==> src/verilog/delay_line_pkg.sv <==
package delay_line_pkg;

  // ======================================================================
  // stream and beat geometry
  // ======================================================================
  localparam int WORD_W        = 32;                    // one stream word
  localparam int LANES         = 4;                     // words per beat
  localparam int BEAT_W        = WORD_W * LANES;        // 128 bit beat

  // ======================================================================
  // bulk store and queues
  // ======================================================================
  localparam int BURST_LEN     = 4;                     // beats per burst
  localparam int MEM_BEATS     = 64;                    // bulk store depth
  localparam int MEM_AW        = $clog2(MEM_BEATS);     // 6 bit address
  localparam int WR_FIFO_DEPTH = 16;                    // packer side queue
  localparam int RD_FIFO_DEPTH = 8;                     // unpacker side queue
  localparam int CNT_W         = $clog2(WR_FIFO_DEPTH + 1);  // holds 0..16

  typedef logic [WORD_W-1:0]        word_t;             // stream word
  typedef logic [BEAT_W-1:0]        beat_t;             // lane 0 in low bits
  typedef logic [MEM_AW-1:0]        mem_addr_t;         // store address
  typedef logic [CNT_W-1:0]         fifo_cnt_t;         // fifo occupancy
  typedef logic [$clog2(LANES)-1:0] lane_t;             // lane select

endpackage

==> src/verilog/word_unpacker.sv <==
`timescale 1ns/1ps

module word_unpacker import delay_line_pkg::*;
(
  input  logic      rd_clk,
  input  logic      user_rst,
  input  logic      rd_release,     // playback enable
  input  beat_t     head,           // read fifo head
  input  fifo_cnt_t count,          // read fifo fill
  output logic      pop,
  output word_t     rd_data,
  output logic      rd_data_valid
);

  beat_t hold;                      // beat being split
  logic  hold_valid;                // hold has lanes left
  lane_t lane;                      // next lane out
  logic  lane_out;                  // a word leaves this cycle
  logic  lane_last;                 // lane 3 is next

  assign lane_out  = rd_release && hold_valid;
  assign lane_last = (lane == lane_t'(LANES - 1));

  // refill on empty hold or with the last lane so output stays gapless
  assign pop = rd_release && (count != '0) && (!hold_valid || lane_last);

  // ======================================================================
  // 1:4 width change
  // ======================================================================
  always_ff @(posedge rd_clk)
  begin
    if (pop)
      hold <= head;
    if (lane_out)
      rd_data <= hold[lane*WORD_W +: WORD_W];  // lane 0 first
  end

  always_ff @(posedge rd_clk)
  begin
    if (user_rst)
    begin
      hold_valid    <= 1'b0;
      lane          <= '0;
      rd_data_valid <= 1'b0;
    end
    else
    begin
      rd_data_valid <= lane_out;
      if (lane_out)
        lane <= lane + 1'b1;                   // wraps after lane 3
      if (pop)
        hold_valid <= 1'b1;                    // fresh beat
      else if (lane_out && lane_last)
        hold_valid <= 1'b0;                    // beat used up
    end
  end

endmodule
==> config.mk <==
export PLATFORM = sky130hd
export DESIGN_NAME = word_unpacker
export DESIGN_NICKNAME = d
export VERILOG_FILES = /design/src/verilog/delay_line_pkg.sv /design/src/verilog/word_unpacker.sv
export SDC_FILE = /design/constraint.sdc
export NUM_CORES = 1
export LEC_CHECK = 0
export BUFFER_PORTS_ARGS = -buffer_cell sky130_fd_sc_hd__buf_2
export CORE_MARGIN = 3
export CORE_UTILIZATION = 35
export DETAILED_ROUTE_END_ITERATION = 8
export PLACE_DENSITY = 0.61
export REMOVE_ABC_BUFFERS = 1
export SYNTH_ARGS = -nofsm -noshare
export SYNTH_HDL_FRONTEND = slang
export SYNTH_SLANG_ARGS = --single-unit
==> constraint.sdc <==
create_clock -name rd_clk -period 28 [get_ports rd_clk]
set_input_delay 5.6 -clock rd_clk [delete_from_list [all_inputs] [get_ports rd_clk]]
set_output_delay 5.6 -clock rd_clk [all_outputs]
set_load 0.01 [all_outputs]
==> run metrics, run 1 <==
Antenna diodes 0; total clock sinks 164; Clk pwr share 40.8%; actual transition at the worst max-transition pin 960.4 ps; Commonest cells post-synth edfxtp_1 (160), mux4_2 (29), dfxtp_1 (4), nand2_1 (4); antenna violations before repair 0; portion of synthesized cell area occupied by the leading cell type 82.97%; normalized max-slew margin 35.97%; worst hold slack 530.1 ps; TritonCTS clock tree yes; achievable clock frequency slightly above 0.08 GHz; final period utilization 43.73%; cell with the most instances after synthesis edfxtp_1; total standard cell area after synthesis roughly 5800 um^2; classification of the worst-slack hold path flop to flop; Crit path top cell by count buf_2; total internal power roughly 0.43 mW; leakage power summed over all cells 2.723 nW; overall overflow remaining after global route 0; ratio of routed vias to standard cells 4.487; mean cell area of the mapped netlist between 20 and 30 um^2; FF-to-FF Start lane[1]$_SDFFE_PP0P_; initial core utilization 36.06%; number of global-route vias before repair 3196; overall global routing resource usage 12.53%; hold path startpoint hold_valid$_SDFFE_PP0P_; number of distinct library cell variants in the gate-level netlist after synthesis 17; Seq pwr share 53.4%; endpoints failing setup 0; clk slew on worst S/H paths 60 ps; number of nets at the end of the flow around 540; Hold Buf Count CTS 0; Max stage delay on crit path 500 ps; area after detailed placement 6860 um^2; largest net degree at the start of global routing between 70 and 80; number of warnings issued by yosys 0; count of buffers added by post-CTS timing repair for setup 0; cell count after synthesis 220; setup repair after global routing missed its margin no; power density of the placed cells 73.21 nW/um^2; Root Driver clkbuf_16; Critical Path Start count[1]; count of pins over their slew limit 0; horizontal die dimension 134.6 um; CP Data Arrival Time between 6000 and 7000 ps; number of clock buffers inserted by TritonCTS 17; Iter 0 DRT Violations slightly above 100; largest cells by area after synthesis edfxtp_1 (83%), mux4_2 (11%), dfxtp_1 (1.4%), mux4_1 (1.4%), buf_12 (1.0%); Switch Pwr between 0.1 and 0.15 mW; CP Capture Type output port; Post-Route Setup TNS 0 ps; number of inserted filler cells in the final layout about 1400; fraction of final layout cells with drive strength greater than 1 56.35%; Placement Rows 46; area delta synth->final 28.22%; critical path start-end classification input pin to output port; worst-path fanout max 2; quantity of I/O buffers inserted on ports 169; final HPWL from detailed placement 7060 um; wire length of the first global-routing pass 16740 um; Resize count post-CTS 0; worst-case clock skew roughly 6.7 ps; fraction of power consumed by combinational cells 5.8%; cell taking the most area after synthesis edfxtp_1; Worst IR Drop VDD 0.04560 mV; number of synthesized register bits 164; Worst setup SP type input pin; time the worst path needs with I/O delays and setup 12240 ps; die height about 130 um; post-route cell area 7425 um^2; Fin. Hold Viols 0; switching part of the total power about a fifth; Critical Path, Cell by Cell buf_2 > or4_1 > o21ai_1 > a21oi_4 > buf_2; routed wire length per instance roughly 17 um; Critical Path RT 22400 ps; maximum buffer depth of the clock tree 2; max-cap viol count 0; portion of the post-synthesis area used by sequential elements 84.36%; clock latency on the worst-skew pair roughly 420 ps; number of iterations in the first detailed-routing pass 4; Worst path slowest cell or4_1; outcome completed; number of enable flip-flop cells after synthesis 160; Post-Layout Cell Count 633; maximum level of the CTS H-tree 4; die footprint about 18000 um^2; core area between 15000 and 20000 um^2; detailed-route wire length 10880 um; number of primary I/O pins 170; share of flip-flops with an asynchronous set or reset after synthesis 0%; ANT nets after route 0; placer congestion estimate 0.6815; total DRC errors in the routed layout 0; Vias between 2000 and 3000; Top FF cell, synth edfxtp_1; post-placement cell count around 600
[cell usage in the layout, fill, tap and decap left out]
| cell | n |
|---|---|
| xor2_1 | 1 |
| clkinv_1 | 3 |
| o21ai_1 | 1 |
| clkbuf_16 | 17 |
| inv_1 | 1 |
| inv_6 | 1 |
| or4_1 | 1 |
| dfxtp_1 | 2 |
| edfxtp_1 | 160 |
| clkinv_4 | 2 |
| dfxtp_2 | 2 |
| bufinv_16 | 2 |
| nand2_1 | 4 |
| mux4_2 | 29 |
| a21oi_1 | 2 |
| nor2_1 | 2 |
| buf_4 | 4 |
| mux4_1 | 3 |
| ha_1 | 1 |
| a21oi_4 | 1 |
| clkinvlp_4 | 2 |
| clkinv_2 | 6 |
| nand3_1 | 1 |
| buf_2 | 169 |
[layer usage]
metal	wire, um	global-route usage, %	share of wire, %	vias to the layer above
li1	-	-	-	1302
met1	4369	15.06	40	1405
met2	5450	20.12	50	114
met3	898	5.626	8.3	19
met4	157	4.468	1.4	0
met5	0	0	0	-
[critical path, delay by kind of cell]
family | cells | cell delay, ps
AOI/OAI and AO/OA | 2 | 300
buffers and inverters | 2 | 240
and+or+nand+nor | 1 | 500
[power groups by stage]
stage | Combinational [mW] | Clock, mW | Sequential (mW)
detailed placement | 0.0324 | 0 | 0.296
floorplan | 0.0132 | 0 | 0.300
finish | 0.0314 | 0.222 | 0.290
CTS | 0.0325 | 0.228 | 0.290
global route | 0.0348 | 0.238 | 0.291
global placement | 0.0317 | 0 | 0.295
[logic make-up after synthesis]
| kind of cell | share of synthesized area [%] |
|---|---|
| DFF | 84.36 |
| muxes | 12.64 |
| buffers and inverters | 1.685 |
| and+or+nand+nor | 0.6050 |
| AOI/OAI and AO/OA | 0.3456 |
| xor gates and xnor gates | 0.1513 |
| adders and majority gates | 0.2160 |
[state kept, by name, summed over array words and instances, names as in the netlist]
register / count
hold: 128
hold_valid: 1
lane: 2
rd_data: 32
rd_data_valid: 1
[cell type report]
type | instances | area (um^2) | area share (%)
Clock buffer | 17 | 425.4 | 5.730
Multi-Input combinational cell | 46 | 819.5 | 11.04
Inverter | 2 | 7.507 | 0.1011
Sequential cell | 164 | 4887 | 65.82
Timing Repair Buffer | 173 | 875.8 | 11.80
Tap cell | 216 | 270.3 | 3.640
Clock inverter | 15 | 138.9 | 1.871
[through the flow]
stage               worst slack [ps]  util, %  total power, mW
floorplan                      10310        -           0.3129
global route                   15670    46.24           0.5645
global placement               15740    42.72           0.3266
detailed placement             15740    42.72           0.3281
finish                         15760    46.24           0.5436
CTS                            15740    46.24           0.5512
[path summary, 6_finish.rpt]
path	cells after the start	slack, ps	endpoint
worst max-delay path	5	15760	pop
worst min register to register	2	530	hold_valid$_SDFFE_PP0P_
worst max register to register	5	24620	hold[116]$_DFFE_PP_
worst min-delay path	2	530	hold_valid$_SDFFE_PP0P_
Note: power is estimated with default switching activity, not from simulation.
==> inputs of run 2 (changes only) <==
clock period = 12.25 ns   (was 28 ns; I/O delays follow)
==> run 2 against run 1 <==
Against the previous run: clock-buffer cell count grew 2; worst setup slack lost 9900 ps; register-to-register slack lost 16000 ps; worst hold slack gained 6.9 ps; non-clock buffer count is the same; global-route usage shrank 0.19 points; sequential share of layout area shrank 0.23 points; routed wire length shrank 0.35%; cell count is the same.
==> run metrics, run 2 (synthesis results as in run 1) <==
outcome completed (unchanged); time the worst path needs with I/O delays and setup 6418 ps; overall global routing resource usage 12.34% (was 12.53%); flip-flop count of the largest register after layout 128 (unchanged); clock latency on the worst-skew pair 420 ps (about the same); Worst setup SP type input pin (unchanged); Crit path top cell by count buf_2 (unchanged); number of nets at the end of the flow 541 (unchanged); actual transition at the worst max-transition pin 956.6 ps (was 960.4 ps); final cell utilization of the core 46.40% (was 46.24%); sum of met2 wire segment lengths after detailed routing 5647 um (was 5450 um); routed wire length per instance 17.12 um (was 17.18 um); leading cell type in the layout, fill and taps excluded buf_2 (unchanged); Worst IR Drop VDD 0.09265 mV (was 0.04560 mV); Root Driver clkbuf_16 (unchanged); Worst path slowest cell or4_1 (unchanged); final period utilization a little over half; largest reg by FF count hold (unchanged); met3 wire length 833 um (was 898 um); M1 wire length 4201 um (was 4369 um); number of clock buffers inserted by TritonCTS 17 (unchanged); number of iterations in the first detailed-routing pass 4 (unchanged); core area 16060 um^2 (unchanged); die height 134.6 um (unchanged); die footprint 18120 um^2 (unchanged); endpoints failing setup 0 (unchanged); final HPWL from detailed placement 6991 um (was 7060 um); normalized max-slew margin 36.23% (was 35.97%); antenna violations before repair 0 (unchanged); Max stage delay on crit path 500 ps (about the same); overall power 1.265 mW (was 0.5436 mW); ratio of routed vias to standard cells 4.539 (was 4.487); count of pins over their slew limit 0 (unchanged); Placement Rows 46 (unchanged); detailed-route wire length 10840 um (was 10880 um); leakage power summed over all cells 2.728 nW (was 2.723 nW); initial core utilization 36.06% (unchanged); largest net degree at the start of global routing 69 (was 73); Vias 2873 (was 2840); quantity of I/O buffers inserted on ports 169 (unchanged); fraction of final layout cells with drive strength greater than 1 55.88% (was 56.35%); count of buffers added by post-CTS timing repair for setup 0 (unchanged); worst-case clock skew 8.908 ps (was 6.733 ps); Iter 0 DRT Violations 111 (was 102); Post-Route Setup TNS 0 ps (unchanged); highest signal layer in the routed design met4 (unchanged); critical path start-end classification input pin to output port (unchanged); Critical Path RT 9800 ps (was 22400 ps); TritonCTS clock tree yes (unchanged); max-cap viol count 0 (unchanged); CP Capture Type output port (unchanged); achievable clock frequency about 0.16 GHz; most frequent cells in the layout buf_2 (169), edfxtp_1 (160), mux4_2 (29) (unchanged); number of global-route vias before repair 3217 (was 3196); number of primary I/O pins 170 (unchanged); maximum buffer depth of the clock tree 2 (unchanged); horizontal die dimension 134.6 um (unchanged); CP Data Arrival Time 3970 ps (was 6640 ps); total clock sinks 164 (unchanged); classification of the worst-slack hold path flop to flop (unchanged); Critical Path, Cell by Cell buf_2 > or4_1 > o21ai_1 > a21oi_4 > buf_4 > buf_2 (was buf_2 > or4_1 > o21ai_1 > a21oi_4 > buf_2); ANT nets after route 0 (unchanged); wire length of the first global-routing pass 16660 um (was 16740 um); overall overflow remaining after global route 0 (unchanged); Hold Buf Count CTS 0 (unchanged); Fin. Hold Viols 0 (unchanged); Antenna diodes 0 (unchanged); total DRC errors in the routed layout 0 (unchanged); placer congestion estimate 0.6802 (was 0.6815); setup repair after global routing missed its margin no (unchanged); maximum level of the CTS H-tree 4 (unchanged); area delta synth->final 28.67% (was 28.22%); worst-path fanout max 62 (was 2); largest registers hold: 128 flops, rd_data: 32 flops, lane: 2 flops (unchanged); clk slew on worst S/H paths 60 ps (about the same); power density of the placed cells 169.8 nW/um^2 (was 73.21 nW/um^2); Resize count post-CTS 0 (unchanged)
[run 2: cell types whose count changed in the layout (fill, tap and decap cells not counted)]
cell	previous run	this run
clkinv_2	6	2
clkbuf_1	0	2
bufinv_16	2	3
clkinv_4	2	3
[run 2: area by class of cell]
type                    count  area [um^2]
inverters                   2        7.507
repair buffers            173        875.8
multi-input cells          46        819.5
flip-flops and latches    164         4887
well taps                 216        270.3
fillers                  1394         8607
clock inverters            13        157.7
clock buffers              19        432.9
[run 2: metrics by stage]
| stage | hold slack (ps) | cell area, um^2 | instances | worst slack [ps] |
|---|---|---|---|---|
| 6_report | 537.0 | 7451 | 633 | 5832 |
| 5_1_grt | 569.6 | 7451 | 633 | 5711 |
| 4_1_cts | 537.0 | 7451 | 633 | 5777 |
| 3_5_place_dp | 528.1 | 6860 | 601 | 5774 |
| 3_3_place_gp | 503.1 | 6860 | 601 | 5829 |
| 2_1_floorplan | 457.4 | 5700 | 212 | 862.7 |
[run 2: power by group]
part           switching (mW)  internal [mW]
Clock                   0.210          0.320
Sequential            0.00807          0.655
Combinational          0.0345         0.0370
[run 2: worst paths after layout]
check	startpoint	end	slack (ps)	cells after the start
setup / recovery	count[1]	pop	5830	6
setup reg to reg	lane[1]$_SDFFE_PP0P_	hold[50]$_DFFE_PP_	8850	5
hold / removal	hold_valid$_SDFFE_PP0P_	hold_valid$_SDFFE_PP0P_	540	2
hold reg to reg	hold_valid$_SDFFE_PP0P_	hold_valid$_SDFFE_PP0P_	540	2
[run 2: metal layers]
layer	vias to the layer above	global-route usage (%)
met5	-	0
met4	0	4.751
met3	10	5.104
met2	113	20.48
met1	1445	14.35
li1	1305	-
[run 2: worst max-delay path: cells and delay by family]
family          cells  cell delay (ps)
buf+inv             3              710
simple gates        1              500
compound gates      2              310
