**config.mk**
```make
export PLATFORM = sky130hd
export DESIGN_NAME = word_packer
export DESIGN_NICKNAME = d
export VERILOG_FILES = /design/src/verilog/delay_line_pkg.sv /design/src/verilog/word_packer.sv
export SDC_FILE = /design/constraint.sdc
export NUM_CORES = 1
export LEC_CHECK = 0
export ABC_CLOCK_PERIOD_IN_PS = 5700
export BUFFER_PORTS_ARGS = -buffer_cell sky130_fd_sc_hd__buf_2
export CORE_ASPECT_RATIO = 2
export CORE_MARGIN = 1.5
export CORE_UTILIZATION = 50
export DETAILED_ROUTE_END_ITERATION = 8
export GPL_TIMING_DRIVEN = 0
export PLACE_DENSITY = 0.79
export SETUP_SLACK_MARGIN = 0.5
export SYNTH_ARGS = -nofsm -noshare
export SYNTH_HDL_FRONTEND = slang
export SYNTH_SLANG_ARGS = --single-unit
```
**constraint.sdc**
```tcl
create_clock -name rd_clk -period 5.7 [get_ports rd_clk]
set_clock_uncertainty 0.1 [all_clocks]
set_input_delay 0.57 -clock rd_clk [delete_from_list [all_inputs] [get_ports rd_clk]]
set_output_delay 0.57 -clock rd_clk [all_outputs]
set_load 0.01 [all_outputs]
```
**src/verilog/delay_line_pkg.sv**
```systemverilog
package delay_line_pkg;

  // ======================================================================
  // stream and beat geometry
  // ======================================================================
  localparam int WORD_W        = 32;                    // one stream word
  localparam int LANES         = 4;                     // words per beat
  localparam int BEAT_W        = WORD_W * LANES;        // 128 bit beat

  // ======================================================================
  // bulk store and queues
  // ======================================================================
  localparam int BURST_LEN     = 4;                     // beats per burst
  localparam int MEM_BEATS     = 64;                    // bulk store depth
  localparam int MEM_AW        = $clog2(MEM_BEATS);     // 6 bit address
  localparam int WR_FIFO_DEPTH = 16;                    // packer side queue
  localparam int RD_FIFO_DEPTH = 8;                     // unpacker side queue
  localparam int CNT_W         = $clog2(WR_FIFO_DEPTH + 1);  // holds 0..16

  typedef logic [WORD_W-1:0]        word_t;             // stream word
  typedef logic [BEAT_W-1:0]        beat_t;             // lane 0 in low bits
  typedef logic [MEM_AW-1:0]        mem_addr_t;         // store address
  typedef logic [CNT_W-1:0]         fifo_cnt_t;         // fifo occupancy
  typedef logic [$clog2(LANES)-1:0] lane_t;             // lane select

endpackage

```
**src/verilog/word_packer.sv**
```systemverilog
`timescale 1ns/1ps

module word_packer import delay_line_pkg::*;
(
  input  logic  rd_clk,
  input  logic  user_rst,
  input  logic  start_work,      // gates acceptance
  input  word_t wr_data,
  input  logic  wr_data_valid,
  input  word_t delay_thread,    // words to collect before playback
  output beat_t beat,            // packed payload
  output logic  beat_valid,      // one cycle push strobe
  output logic  rd_release       // sticky playback enable
);

  logic  accept;                 // word taken this cycle
  lane_t lane;                   // lanes filled in current beat
  word_t word_cnt;               // accepted words since reset

  assign accept = wr_data_valid && start_work;

  // ======================================================================
  // 4:1 width change
  // ======================================================================
  // new words enter at the top, so after four shifts the first word
  // sits in lane 0
  always_ff @(posedge rd_clk)
  begin
    if (accept)
      beat <= {wr_data, beat[BEAT_W-1:WORD_W]};  // shift down one lane
  end

  always_ff @(posedge rd_clk)
  begin
    if (user_rst)
    begin
      lane       <= '0;
      beat_valid <= 1'b0;
    end
    else
    begin
      beat_valid <= accept && (lane == lane_t'(LANES - 1));  // 4th word in
      if (accept)
        lane <= lane + 1'b1;                   // wraps after last lane
    end
  end

  // ======================================================================
  // word count and read release
  // ======================================================================
  always_ff @(posedge rd_clk)
  begin
    if (user_rst)
    begin
      word_cnt   <= '0;
      rd_release <= 1'b0;
    end
    else
    begin
      if (accept)
        word_cnt <= word_cnt + 1'b1;           // only gated words count
      if (word_cnt >= delay_thread)
        rd_release <= 1'b1;                    // held until reset
    end
  end

endmodule

```
==> qor.yml, run 1 <==
status: "finished clean"
route.antenna.remaining_nets: 0
setup_repair_after_global_routing_missed_its_margin: "false"
first_global_vias: 4222
global_route.usage.total_pct: 22.1
antenna-diode-count: 0
grt_antenna_before_repair: 2
timing.max_slew.rel_slack_pct: 61.8
die_width_um: 82.0
clock.fmax_ghz: 0.419
finalMaxSlewViolations: 0
clkSlewWorstSetupHoldPaths_ps: 70
post_synth_instance_area_um2: 6250
drt_wl_total_mm: 14.0
initial_utilization_pct: 51.2
critical_path_arrival_ps: 2620
rows: 57
cts_made_buffers: 17
max_cap_viol_count: 0
setup_viol_count_final: 0
coreArea_um2: 12200
vias_per_cell: 5.27
synth_area_per_cell_um2: 14.7
worst_skew_pair.late_latency_ps: 420
postLayoutCoreUtil_pct: 66.5
drt-pass1-iter-count: 4
minimum_clock_period_ps: 2380
port-buffer-count: 197
post_cts.repair.setup_buffers: 0
final_hold_viol_count: 0
timing.rr.start: "word_cnt[0]$_SDFFE_PP0P_"
p_per_area_nw_per_um2: 340
synth-seq-cells: 164
maximum_number_of_pins_on_one_net_before_global_route_repair: 71
commonest_cells_post_synth: "sky130_fd_sc_hd__edfxtp_1 (128), sky130_fd_sc_hd__inv_1 (40), sky130_fd_sc_hd__dfxtp_1 (36)"
clock_sinks: 164
crit_fanout: 10
cp.buffers_inverters: 1
tritoncts_clock_tree: "done"
asyncSetResetFlopFracSynth_pct: 0
area_overhead_vs_synth_pct: 29.8
timing.critical_path.from: "word_cnt[0]$_SDFFE_PP0P_"
timing.hold.worst.start: "wr_data[2]"
cp_required_ps: 5940
timing.final.crit_share_pct: 41.8
remaining_drc_errors: 0
r2r.worst_path.cells: 6
die_area_um2: 13200
fin_tns_setup_ps: 0
layout_cell_share_with_drive_strength_beyond_1_pct: 36.5
irDropWorstVdd_mv: 0.335
number_of_nets_in_the_layout: 745
timing.hold.worst_path_depth: 1
critical_path_cell_count: 6
path_cells: "ha_1, nand3_2, or4_1, clkbuf_1, or3_1, a21oi_1"
cp-end-kind: "flop"
average_routed_wire_per_standard_cell_um: 17.4
ys_dominant_reg_cell: "sky130_fd_sc_hd__edfxtp_1"
drt_iter0_drc: 235
post-synth-top-count-cell: "sky130_fd_sc_hd__edfxtp_1"
dpl.hpwl_mm: 10.4
clock_tree.buffer_depth: 2
synth_edf_count: 128
max_stage_delay_ps: 540
synth_seq_area_share_pct: 73.0
timing.critical_path.from_type: "flop"
synthesis.instances: 426
num_vias: 4230
min_path_type: "in2reg"
mappedNetlistNets: 528
synth_top_area_cell: "sky130_fd_sc_hd__edfxtp_1"
netlist.area_leader.share_pct: 61.5
ys_top_cells_by_area: "sky130_fd_sc_hd__edfxtp_1 (62%), sky130_fd_sc_hd__dfxtp_1 (12%), sky130_fd_sc_hd__ha_1 (6.8%)"
crit_path_top_delay_cell: "sky130_fd_sc_hd__or4_1"
fp.dieH_um: 161
cts_root_buffer: "sky130_fd_sc_hd__clkbuf_16"
place.gp.congestion: 0.844
tightest_slew_ps: 573
synth.lib_cells_used.distinct: 40
clock_tree.htree_level_count: 4
post_cts_resize_count: 0
grt_first_pass_wirelength_mm: 21.2
cell_family_with_the_largest_share_of_critical_path_delay: "simple AND/OR/NAND/NOR gates"
p_leak_nw: 3.40
ys_warns: 0
worstSetupPathType: "reg2reg"
grt_residual_overflow: 0
cts_hold_repair.buffers: 0
boundaryPins: 198
[report_power, final]
part,internal [mW],total (mW),switching [mW]
Clock,0.792,1.28,0.487
Sequential,1.33,1.35,0.0186
Combinational,0.0513,0.127,0.0759
Total,2.18,2.76,0.582
[metrics by stage]
stage	instance area [µm²]	total power [mW]	setup WS, ps	cells	hold WS [ps]
2_1_floorplan	6250	1.43	1220	426	340
3_3_place_gp	7420	1.50	-41.4	770	324
3_5_place_dp	7450	1.51	3150	771	326
4_1_cts	8110	2.78	3340	802	202
5_1_grt	8110	2.85	3120	802	201
6_report	8110	2.76	3320	802	225
[worst paths after layout]
check / endpoint / slack, ps
setup / recovery: word_cnt[28]$_SDFFE_PP0P_ / 3320
hold reg to reg: beat[48]$_DFFE_PP_ / 330
hold / removal: beat[98]$_DFFE_PP_ / 230
setup reg to reg: word_cnt[28]$_SDFFE_PP0P_ / 3320
[per-layer routing]
metal	GRT usage, %	wire length, µm	share of wire, %	vias up
li1	-	-	-	1999
met1	20.7	4560	33	1998
met2	40.4	7810	56	192
met3	7.34	1050	7.5	39
met4	11.2	532	3.8	2
met5	0	14	0.10	-
[cell families (layout without fill, tap and decap cells)]
| group | after synthesis | in the layout | synth area share [%] |
|---|---|---|---|
| flip-flops | 164 | 164 | 73.0 |
| adder cells (fa/ha/maj) | 34 | 34 | 6.81 |
| AO/OA/AOI/OAI | 42 | 42 | 3.86 |
| AND/OR/NAND/NOR | 118 | 118 | 10.4 |
| XOR/XNOR | 20 | 20 | 2.80 |
| multiplexers | 1 | 1 | 0.180 |
| buffers and inverters | 47 | 276 | 2.94 |
[cells in the final DEF, fill, tap and decap left out, types with 2 or more instances in the layout]
| master | synthesis | routed |
|---|---|---|
| sky130_fd_sc_hd__inv_6 | 0 | 5 |
| sky130_fd_sc_hd__nand4_1 | 12 | 12 |
| sky130_fd_sc_hd__nor2_1 | 25 | 25 |
| sky130_fd_sc_hd__or4_1 | 5 | 5 |
| sky130_fd_sc_hd__bufinv_16 | 0 | 5 |
| sky130_fd_sc_hd__ha_1 | 34 | 34 |
| sky130_fd_sc_hd__nor2b_1 | 4 | 4 |
| sky130_fd_sc_hd__inv_8 | 0 | 3 |
| sky130_fd_sc_hd__or3_1 | 9 | 9 |
| sky130_fd_sc_hd__clkbuf_16 | 0 | 17 |
| sky130_fd_sc_hd__xnor2_1 | 14 | 14 |
| sky130_fd_sc_hd__o21ai_0 | 13 | 13 |
| sky130_fd_sc_hd__buf_1 | 2 | 2 |
| sky130_fd_sc_hd__a21oi_1 | 19 | 19 |
| sky130_fd_sc_hd__nand3_1 | 8 | 8 |
| sky130_fd_sc_hd__nand2_1 | 27 | 27 |
| sky130_fd_sc_hd__xor2_1 | 6 | 6 |
| sky130_fd_sc_hd__edfxtp_1 | 128 | 128 |
| sky130_fd_sc_hd__and4_4 | 2 | 2 |
| sky130_fd_sc_hd__dfxtp_1 | 36 | 36 |
| sky130_fd_sc_hd__buf_2 | 0 | 197 |
| sky130_fd_sc_hd__inv_1 | 40 | 40 |
| sky130_fd_sc_hd__a211oi_1 | 3 | 3 |
| sky130_fd_sc_hd__and4_1 | 4 | 4 |
| sky130_fd_sc_hd__nor4_1 | 3 | 3 |
| sky130_fd_sc_hd__clkbuf_1 | 3 | 3 |
| sky130_fd_sc_hd__nand3_2 | 2 | 2 |
| sky130_fd_sc_hd__clkinv_4 | 0 | 2 |
| sky130_fd_sc_hd__nor3_1 | 10 | 10 |
[state kept, by name, summed over array words and instances (netlist names)]
register and count:
beat_valid 1, word_cnt 32, rd_release 1, beat 128, lane 2
[layout make-up]
class,count,area [µm²]
Timing Repair Buffer,198,1010
Fill cell,876,4080
Clock buffer,17,425
Tap cell,147,184
Buffer,6,30.0
Clock inverter,14,236
Multi-Input combinational cell,215,1500
Inverter,41,159
Sequential cell,164,4560
No activity file was read; power rests on OpenSTA's default activity.
==> run 2, diff against run 1 <==
--- a/config.mk
+++ b/config.mk
@@ -5,7 +5,7 @@
 export SDC_FILE = /design/constraint.sdc
 export NUM_CORES = 1
 export LEC_CHECK = 0
-export ABC_CLOCK_PERIOD_IN_PS = 5700
+export ABC_CLOCK_PERIOD_IN_PS = 2450
 export BUFFER_PORTS_ARGS = -buffer_cell sky130_fd_sc_hd__buf_2
 export CORE_ASPECT_RATIO = 2
 export CORE_MARGIN = 1.5
==> constraint.sdc (replaced) <==
create_clock -name rd_clk -period 2.45 [get_ports rd_clk]
set_clock_uncertainty 0.1 [all_clocks]
set_input_delay 0.245 -clock rd_clk [delete_from_list [all_inputs] [get_ports rd_clk]]
set_output_delay 0.245 -clock rd_clk [all_outputs]
set_load 0.01 [all_outputs]
==> run 2 against run 1 <==
Register-to-register slack got worse by 3000 ps. Non-clock buffer count rose by 48. Global-route usage rose by 1.5 points. Largest cell class unchanged. Sequential share of layout area fell by 3.6 points. Final cell count rose by 6.1%. Routed wire length rose by 7.8%. Die area did not move. Fmax rose by 14%. Power rose by 130%. Critical path depth did not move.
==> qor.yml, run 2 (synthesis gave the netlist of run 1 again) <==
timing.final.crit_share_pct: 85.5
vias_per_cell: 5.27
max_stage_delay_ps: 570
coreArea_um2: 12200
worstReg2RegEnd: "word_cnt[26]$_SDFFE_PP0P_"
place.gp.congestion: 0.843
initial_utilization_pct: 51.2
remaining_drc_errors: 0
hold-path-endpoint: "word_cnt[27]$_SDFFE_PP0P_"
place_area_um2: 7470
antenna-diode-count: 0
die_width_um: 82.0
critical_path_arrival_ps: 2330
timing.hold.worst_path_depth: 3
clock_power_share_pct: 43.7
clkSlewWorstSetupHoldPaths_ps: 70
fp.dieH_um: 161
power_frac_comb_pct: 5.7
grt_first_pass_wirelength_mm: 23.1
route.antenna.remaining_nets: 0
maximum_number_of_pins_on_one_net_before_global_route_repair: 135
finalMaxSlewViolations: 0
die_area_um2: 13200
timing.rr.start: "word_cnt[11]$_SDFFE_PP0P_"
drt_wl_total_mm: 15.0
p_int_mw: 4.75
clock.fmax_ghz: 0.478
minimum_clock_period_ps: 2090
grt_residual_overflow: 0
first_global_vias: 4709
clock_sinks: 164
drt-pass1-iter-count: 4
r2r.worst_path.cells: 6
crit_fanout: 9
irDropWorstVdd_mv: 0.659
fin_tns_setup_ps: 0
netSwitchingPower_mw: 1.47
largest_reg_flops: 128
p_per_area_nw_per_um2: 711
fin_total_pwr_mw: 6.21
power_frac_seq_pct: 50.5
grt_antenna_before_repair: 0
num_vias: 4482
fillers: 787
setup_viol_count_final: 0
clock_tree.buffer_depth: 2
cell_family_with_the_largest_share_of_critical_path_delay: "simple AND/OR/NAND/NOR gates"
rows: 57
clock_tree.htree_level_count: 4
largest_registers: "beat (128), word_cnt (32), lane (2)"
drt_iter0_drc: 247
p_leak_nw: 3.65
number_of_nets_in_the_layout: 793
path_cells: "and4_4, nand4_1, or4_4, buf_8, or3_4, a21oi_2"
top_register: "beat"
worstSetupPathType: "reg2reg"
cp-end-kind: "flop"
cp.buffers_inverters: 1
ff2ff_setup_slack_ps: 360
timing.max_slew.rel_slack_pct: 35.7
timing.critical_path.from_type: "flop"
layout_cell_share_with_drive_strength_beyond_1_pct: 41.9
final_design_area_no_fill_um2: 8740
boundaryPins: 198
swShare_pct: 23.6
final_hold_viol_count: 0
min_path_type: "in2reg"
cts_root_buffer: "sky130_fd_sc_hd__clkbuf_16"
worst_skew_pair.late_latency_ps: 410
commonest_non_fill_non_tap_cell_in_the_layout: "sky130_fd_sc_hd__buf_2"
dpl.hpwl_mm: 10.5
tightest_slew_ps: 965
crit_path_top_delay_cell: "sky130_fd_sc_hd__or4_4"
port-buffer-count: 197
status: "finished clean"
max_cap_viol_count: 0
layout_common_cells: "sky130_fd_sc_hd__buf_2 (197), sky130_fd_sc_hd__edfxtp_1 (128), sky130_fd_sc_hd__inv_1 (40)"
tritoncts_clock_tree: "done"
setup_repair_after_global_routing_missed_its_margin: "true"
critical_path_cell_count: 6
area_overhead_vs_synth_pct: 39.8
timing.hold.worst.start: "user_rst"
cts_made_buffers: 17
cp_required_ps: 2690
average_routed_wire_per_standard_cell_um: 17.7
global_route.usage.total_pct: 23.6
## run 2: per-layer routing
| layer | GRT usage, % | vias to the layer above | part of all wire [%] |
|---|---|---|---|
| met5 | 0 | - | 0 |
| met1 | 23.9 | 2144 | 34 |
| li1 | - | 2101 | - |
| met3 | 5.54 | 33 | 6.5 |
| met2 | 43.0 | 204 | 56 |
| met4 | 11.8 | 0 | 3.7 |
## run 2: area by class of cell
cell class	instances	area [µm²]	area share, %
sequential	164	4600	52.6
clock buffer	17	425	4.87
multi-input combinational	215	1680	19.2
inverter	41	168	1.92
tap	147	184	2.11
timing repair buffer	246	1440	16.5
buffer	6	41.3	0.473
clock inverter	15	198	2.26
## run 2: stage by stage
step	instances	hold WS, ps	setup slack [ps]	utilization (%)
6_report	851	90.5	356	71.6
3_3_place_gp	770	322	148	61.2
2_1_floorplan	426	244	486	-
3_5_place_dp	770	323	110	61.2
5_1_grt	851	81.9	281	71.6
4_1_cts	850	46.7	397	70.7
## run 2: power groups by stage
stage | logic [mW] | registers (mW) | clock network, mW
finish | 0.356 | 3.14 | 2.72
global route | 0.391 | 3.15 | 2.90
CTS | 0.354 | 3.14 | 2.76
detailed placement | 0.295 | 3.21 | 0
global placement | 0.283 | 3.20 | 0
floorplan | 0.0856 | 3.24 | 0
## run 2: worst max path at each step
| stage | from | end | slack [ps] |
|---|---|---|---|
| 2_1_floorplan | word_cnt[5]$_SDFFE_PP0P_ | word_cnt[23]$_SDFFE_PP0P_ | 490 |
| 3_3_place_gp | wr_data_valid | word_cnt[3]$_SDFFE_PP0P_ | 150 |
| 3_5_place_dp | wr_data_valid | word_cnt[3]$_SDFFE_PP0P_ | 110 |
| 4_1_cts | word_cnt[11]$_SDFFE_PP0P_ | word_cnt[22]$_SDFFE_PP0P_ | 400 |
| 5_1_grt | word_cnt[11]$_SDFFE_PP0P_ | word_cnt[26]$_SDFFE_PP0P_ | 280 |
| 6_report | word_cnt[11]$_SDFFE_PP0P_ | word_cnt[26]$_SDFFE_PP0P_ | 360 |
## run 2: worst register-to-register path, delay by kind of cell (launching register included)
kind	cells	cell delay, ps
DFF	1	370
AOI/OAI and AO/OA	1	120
buffers and inverters	1	150
and+or+nand+nor	4	1290
## run 2: repair_timing
action	CTS	global route
hold endpoints to repair	32	0
resized for setup	21	26
hold buffers	32	0
endpoints found under the setup margin	11	16
buffers inserted	15	1
gates cloned	1	0
pin swaps	11	15
==> run 3, diff against run 2 <==
--- a/config.mk
+++ b/config.mk
@@ -9,10 +9,10 @@
 export BUFFER_PORTS_ARGS = -buffer_cell sky130_fd_sc_hd__buf_2
 export CORE_ASPECT_RATIO = 2
 export CORE_MARGIN = 1.5
-export CORE_UTILIZATION = 50
+export CORE_UTILIZATION = 40
 export DETAILED_ROUTE_END_ITERATION = 8
 export GPL_TIMING_DRIVEN = 0
-export PLACE_DENSITY = 0.79
+export PLACE_DENSITY = 0.65
 export SETUP_SLACK_MARGIN = 0.5
 export SYNTH_ARGS = -nofsm -noshare
 export SYNTH_HDL_FRONTEND = slang
==> run 3 against run 2 <==
Global-route usage fell by 5.5 points. Final cell count rose by 6.7%. Register-to-register slack improved by 20 ps. Clock-buffer cell count did not move. Flip-flop and latch count did not move. Largest cell class unchanged. Highest routed layer unchanged.
==> qor.yml, run 3 (synthesis gave the netlist of run 1 again) <==
p_leak_nw: 3.64
setup_repair_after_global_routing_missed_its_margin: "true"
cts_made_buffers: 17
timing.max_slew.rel_slack_pct: 35.0
die_area_um2: 16400
drt_wl_total_mm: 14.5
remaining_drc_errors: 0
clkSlewWorstSetupHoldPaths_ps: 60
grt_residual_overflow: 0
num_vias: 4426
clock_tree.htree_level_count: 4
boundaryPins: 198
cp_required_ps: 2700
top_register: "beat"
fin_total_pwr_mw: 6.13
p_per_area_nw_per_um2: 699
crit_fanout: 5
drt-pass1-iter-count: 6
rows: 64
finalMaxSlewViolations: 0
final_hold_viol_count: 0
met3WireLength_um: 811
fin_tns_setup_ps: 0
grt_first_pass_wirelength_mm: 22.6
vias_per_cell: 4.87
global_route.usage.total_pct: 18.0
irDropWorstVdd_mv: 0.365
worstSetupPathType: "reg2reg"
dpl.hpwl_mm: 10.0
met2RoutedLength_mm: 8.10
average_routed_wire_per_standard_cell_um: 15.9
number_of_nets_in_the_layout: 799
drt_iter0_drc: 197
clock_tree.buffer_depth: 2
place.gp.congestion: 0.826
route.antenna.remaining_nets: 0
antenna-diode-count: 0
max_cap_viol_count: 0
clock_sinks: 164
fp.dieH_um: 180
initial_utilization_pct: 40.9
area_overhead_vs_synth_pct: 40.4
critical_path_arrival_ps: 2320
cts_root_buffer: "sky130_fd_sc_hd__clkbuf_16"
status: "finished clean"
clock.fmax_ghz: 0.482
fillers: 1250
largest_reg_flops: 128
coreArea_um2: 15300
commonest_non_fill_non_tap_cell_in_the_layout: "sky130_fd_sc_hd__buf_2"
cp-end-kind: "flop"
maximum_number_of_pins_on_one_net_before_global_route_repair: 135
grt_antenna_before_repair: 0
top_layer: "met4"
multi_input_comb_area_um2: 1640
minimum_clock_period_ps: 2070
largest_registers: "beat (128), word_cnt (32), lane (2)"
port-buffer-count: 197
tritoncts_clock_tree: "done"
min_path_type: "in2reg"
timing.critical_path.from_type: "flop"
die_width_um: 91.4
setup_viol_count_final: 0
layout_common_cells: "sky130_fd_sc_hd__buf_2 (197), sky130_fd_sc_hd__edfxtp_1 (128), sky130_fd_sc_hd__inv_1 (40)"
register_area_um2: 4590
timing.final.crit_share_pct: 84.7
route.layer.met1.wl_mm: 5.12
first_global_vias: 4555
tightest_slew_ps: 975
layout_cell_share_with_drive_strength_beyond_1_pct: 40.8
worst_skew_pair.late_latency_ps: 420
[run 3: cell count changes in the layout (fill, tap and decap cells not counted), moves of 3 or more]
cell	before	now
sky130_fd_sc_hd__buf_4	15	19
sky130_fd_sc_hd__clkinv_8	3	0
sky130_fd_sc_hd__inv_8	6	2
sky130_fd_sc_hd__nand2_1	24	27
sky130_fd_sc_hd__nand2_2	3	0
sky130_fd_sc_hd__or4_1	0	4
sky130_fd_sc_hd__or4_4	6	2
[run 3: path summary, 6_finish.rpt]
kind,start,endpoint,slack [ps],cells past startpoint
max,word_cnt[5]$_SDFFE_PP0P_,rd_release$_SDFFE_PP0P_,380,8
min,user_rst,word_cnt[29]$_SDFFE_PP0P_,80,3
max reg2reg,word_cnt[5]$_SDFFE_PP0P_,rd_release$_SDFFE_PP0P_,380,8
min reg2reg,beat[121]$_DFFE_PP_,beat[89]$_DFFE_PP_,340,0
[run 3: power breakdown]
part / internal, mW / total [mW] / switching [mW] / leakage (nW)
registers: 3.10 / 3.14 / 0.0421 / 1.50
logic: 0.158 / 0.350 / 0.191 / 1.85
clock network: 1.53 / 2.64 / 1.12 / 0.286
total: 4.78 / 6.13 / 1.35 / 3.64
[run 3: critical path, cell delays in order, from the launching register on]
cell and delay, ps:
sky130_fd_sc_hd__dfxtp_4 350, sky130_fd_sc_hd__buf_4 130, sky130_fd_sc_hd__buf_6 120, sky130_fd_sc_hd__ha_4 260, sky130_fd_sc_hd__nand4_1 90, sky130_fd_sc_hd__or3_4 410
sky130_fd_sc_hd__nor4_4 350, sky130_fd_sc_hd__o31ai_2 100, sky130_fd_sc_hd__o21ai_1 80
[run 3: per-stage QoR]
step	worst slack (ps)	std cells	hold WS [ps]	util [%]	cell area, µm²
after global placement	164	821	323	49.2	7530
after floorplan	486	426	244	-	6300
final	376	908	75.6	57.4	8770
after CTS	394	904	50.3	56.7	8670
after detailed placement	64.9	821	323	49.2	7530
after global routing	332	908	64.3	57.4	8770
[run 3: what timing repair did]
item / 4_1_cts / 5_1_grt
gates cloned: 1 / 0
setup buffers: 18 / 4
hold buffers: 32 / 0
gates resized for setup: 19 / 18
endpoints found under the hold margin: 32 / 0
setup endpoints to repair: 11 / 16
pin swaps: 11 / 11
[run 3: metal layers]
metal	vias to the layer above	global-route usage, %
met3	30	5.41
met2	176	33.6
met1	2105	17.3
met5	-	0
met4	0	9.44
li1	2115	-
[run 3: cell type report]
type                       instances  share of cell area (%)
buffer                             6                   0.471
timing repair buffer             252                    17.0
tap                              198                    2.82
clock inverter                    15                    1.91
sequential                       164                    52.3
multi-input combinational        215                    18.7
inverter                          41                    1.91
clock buffer                      17                    4.85
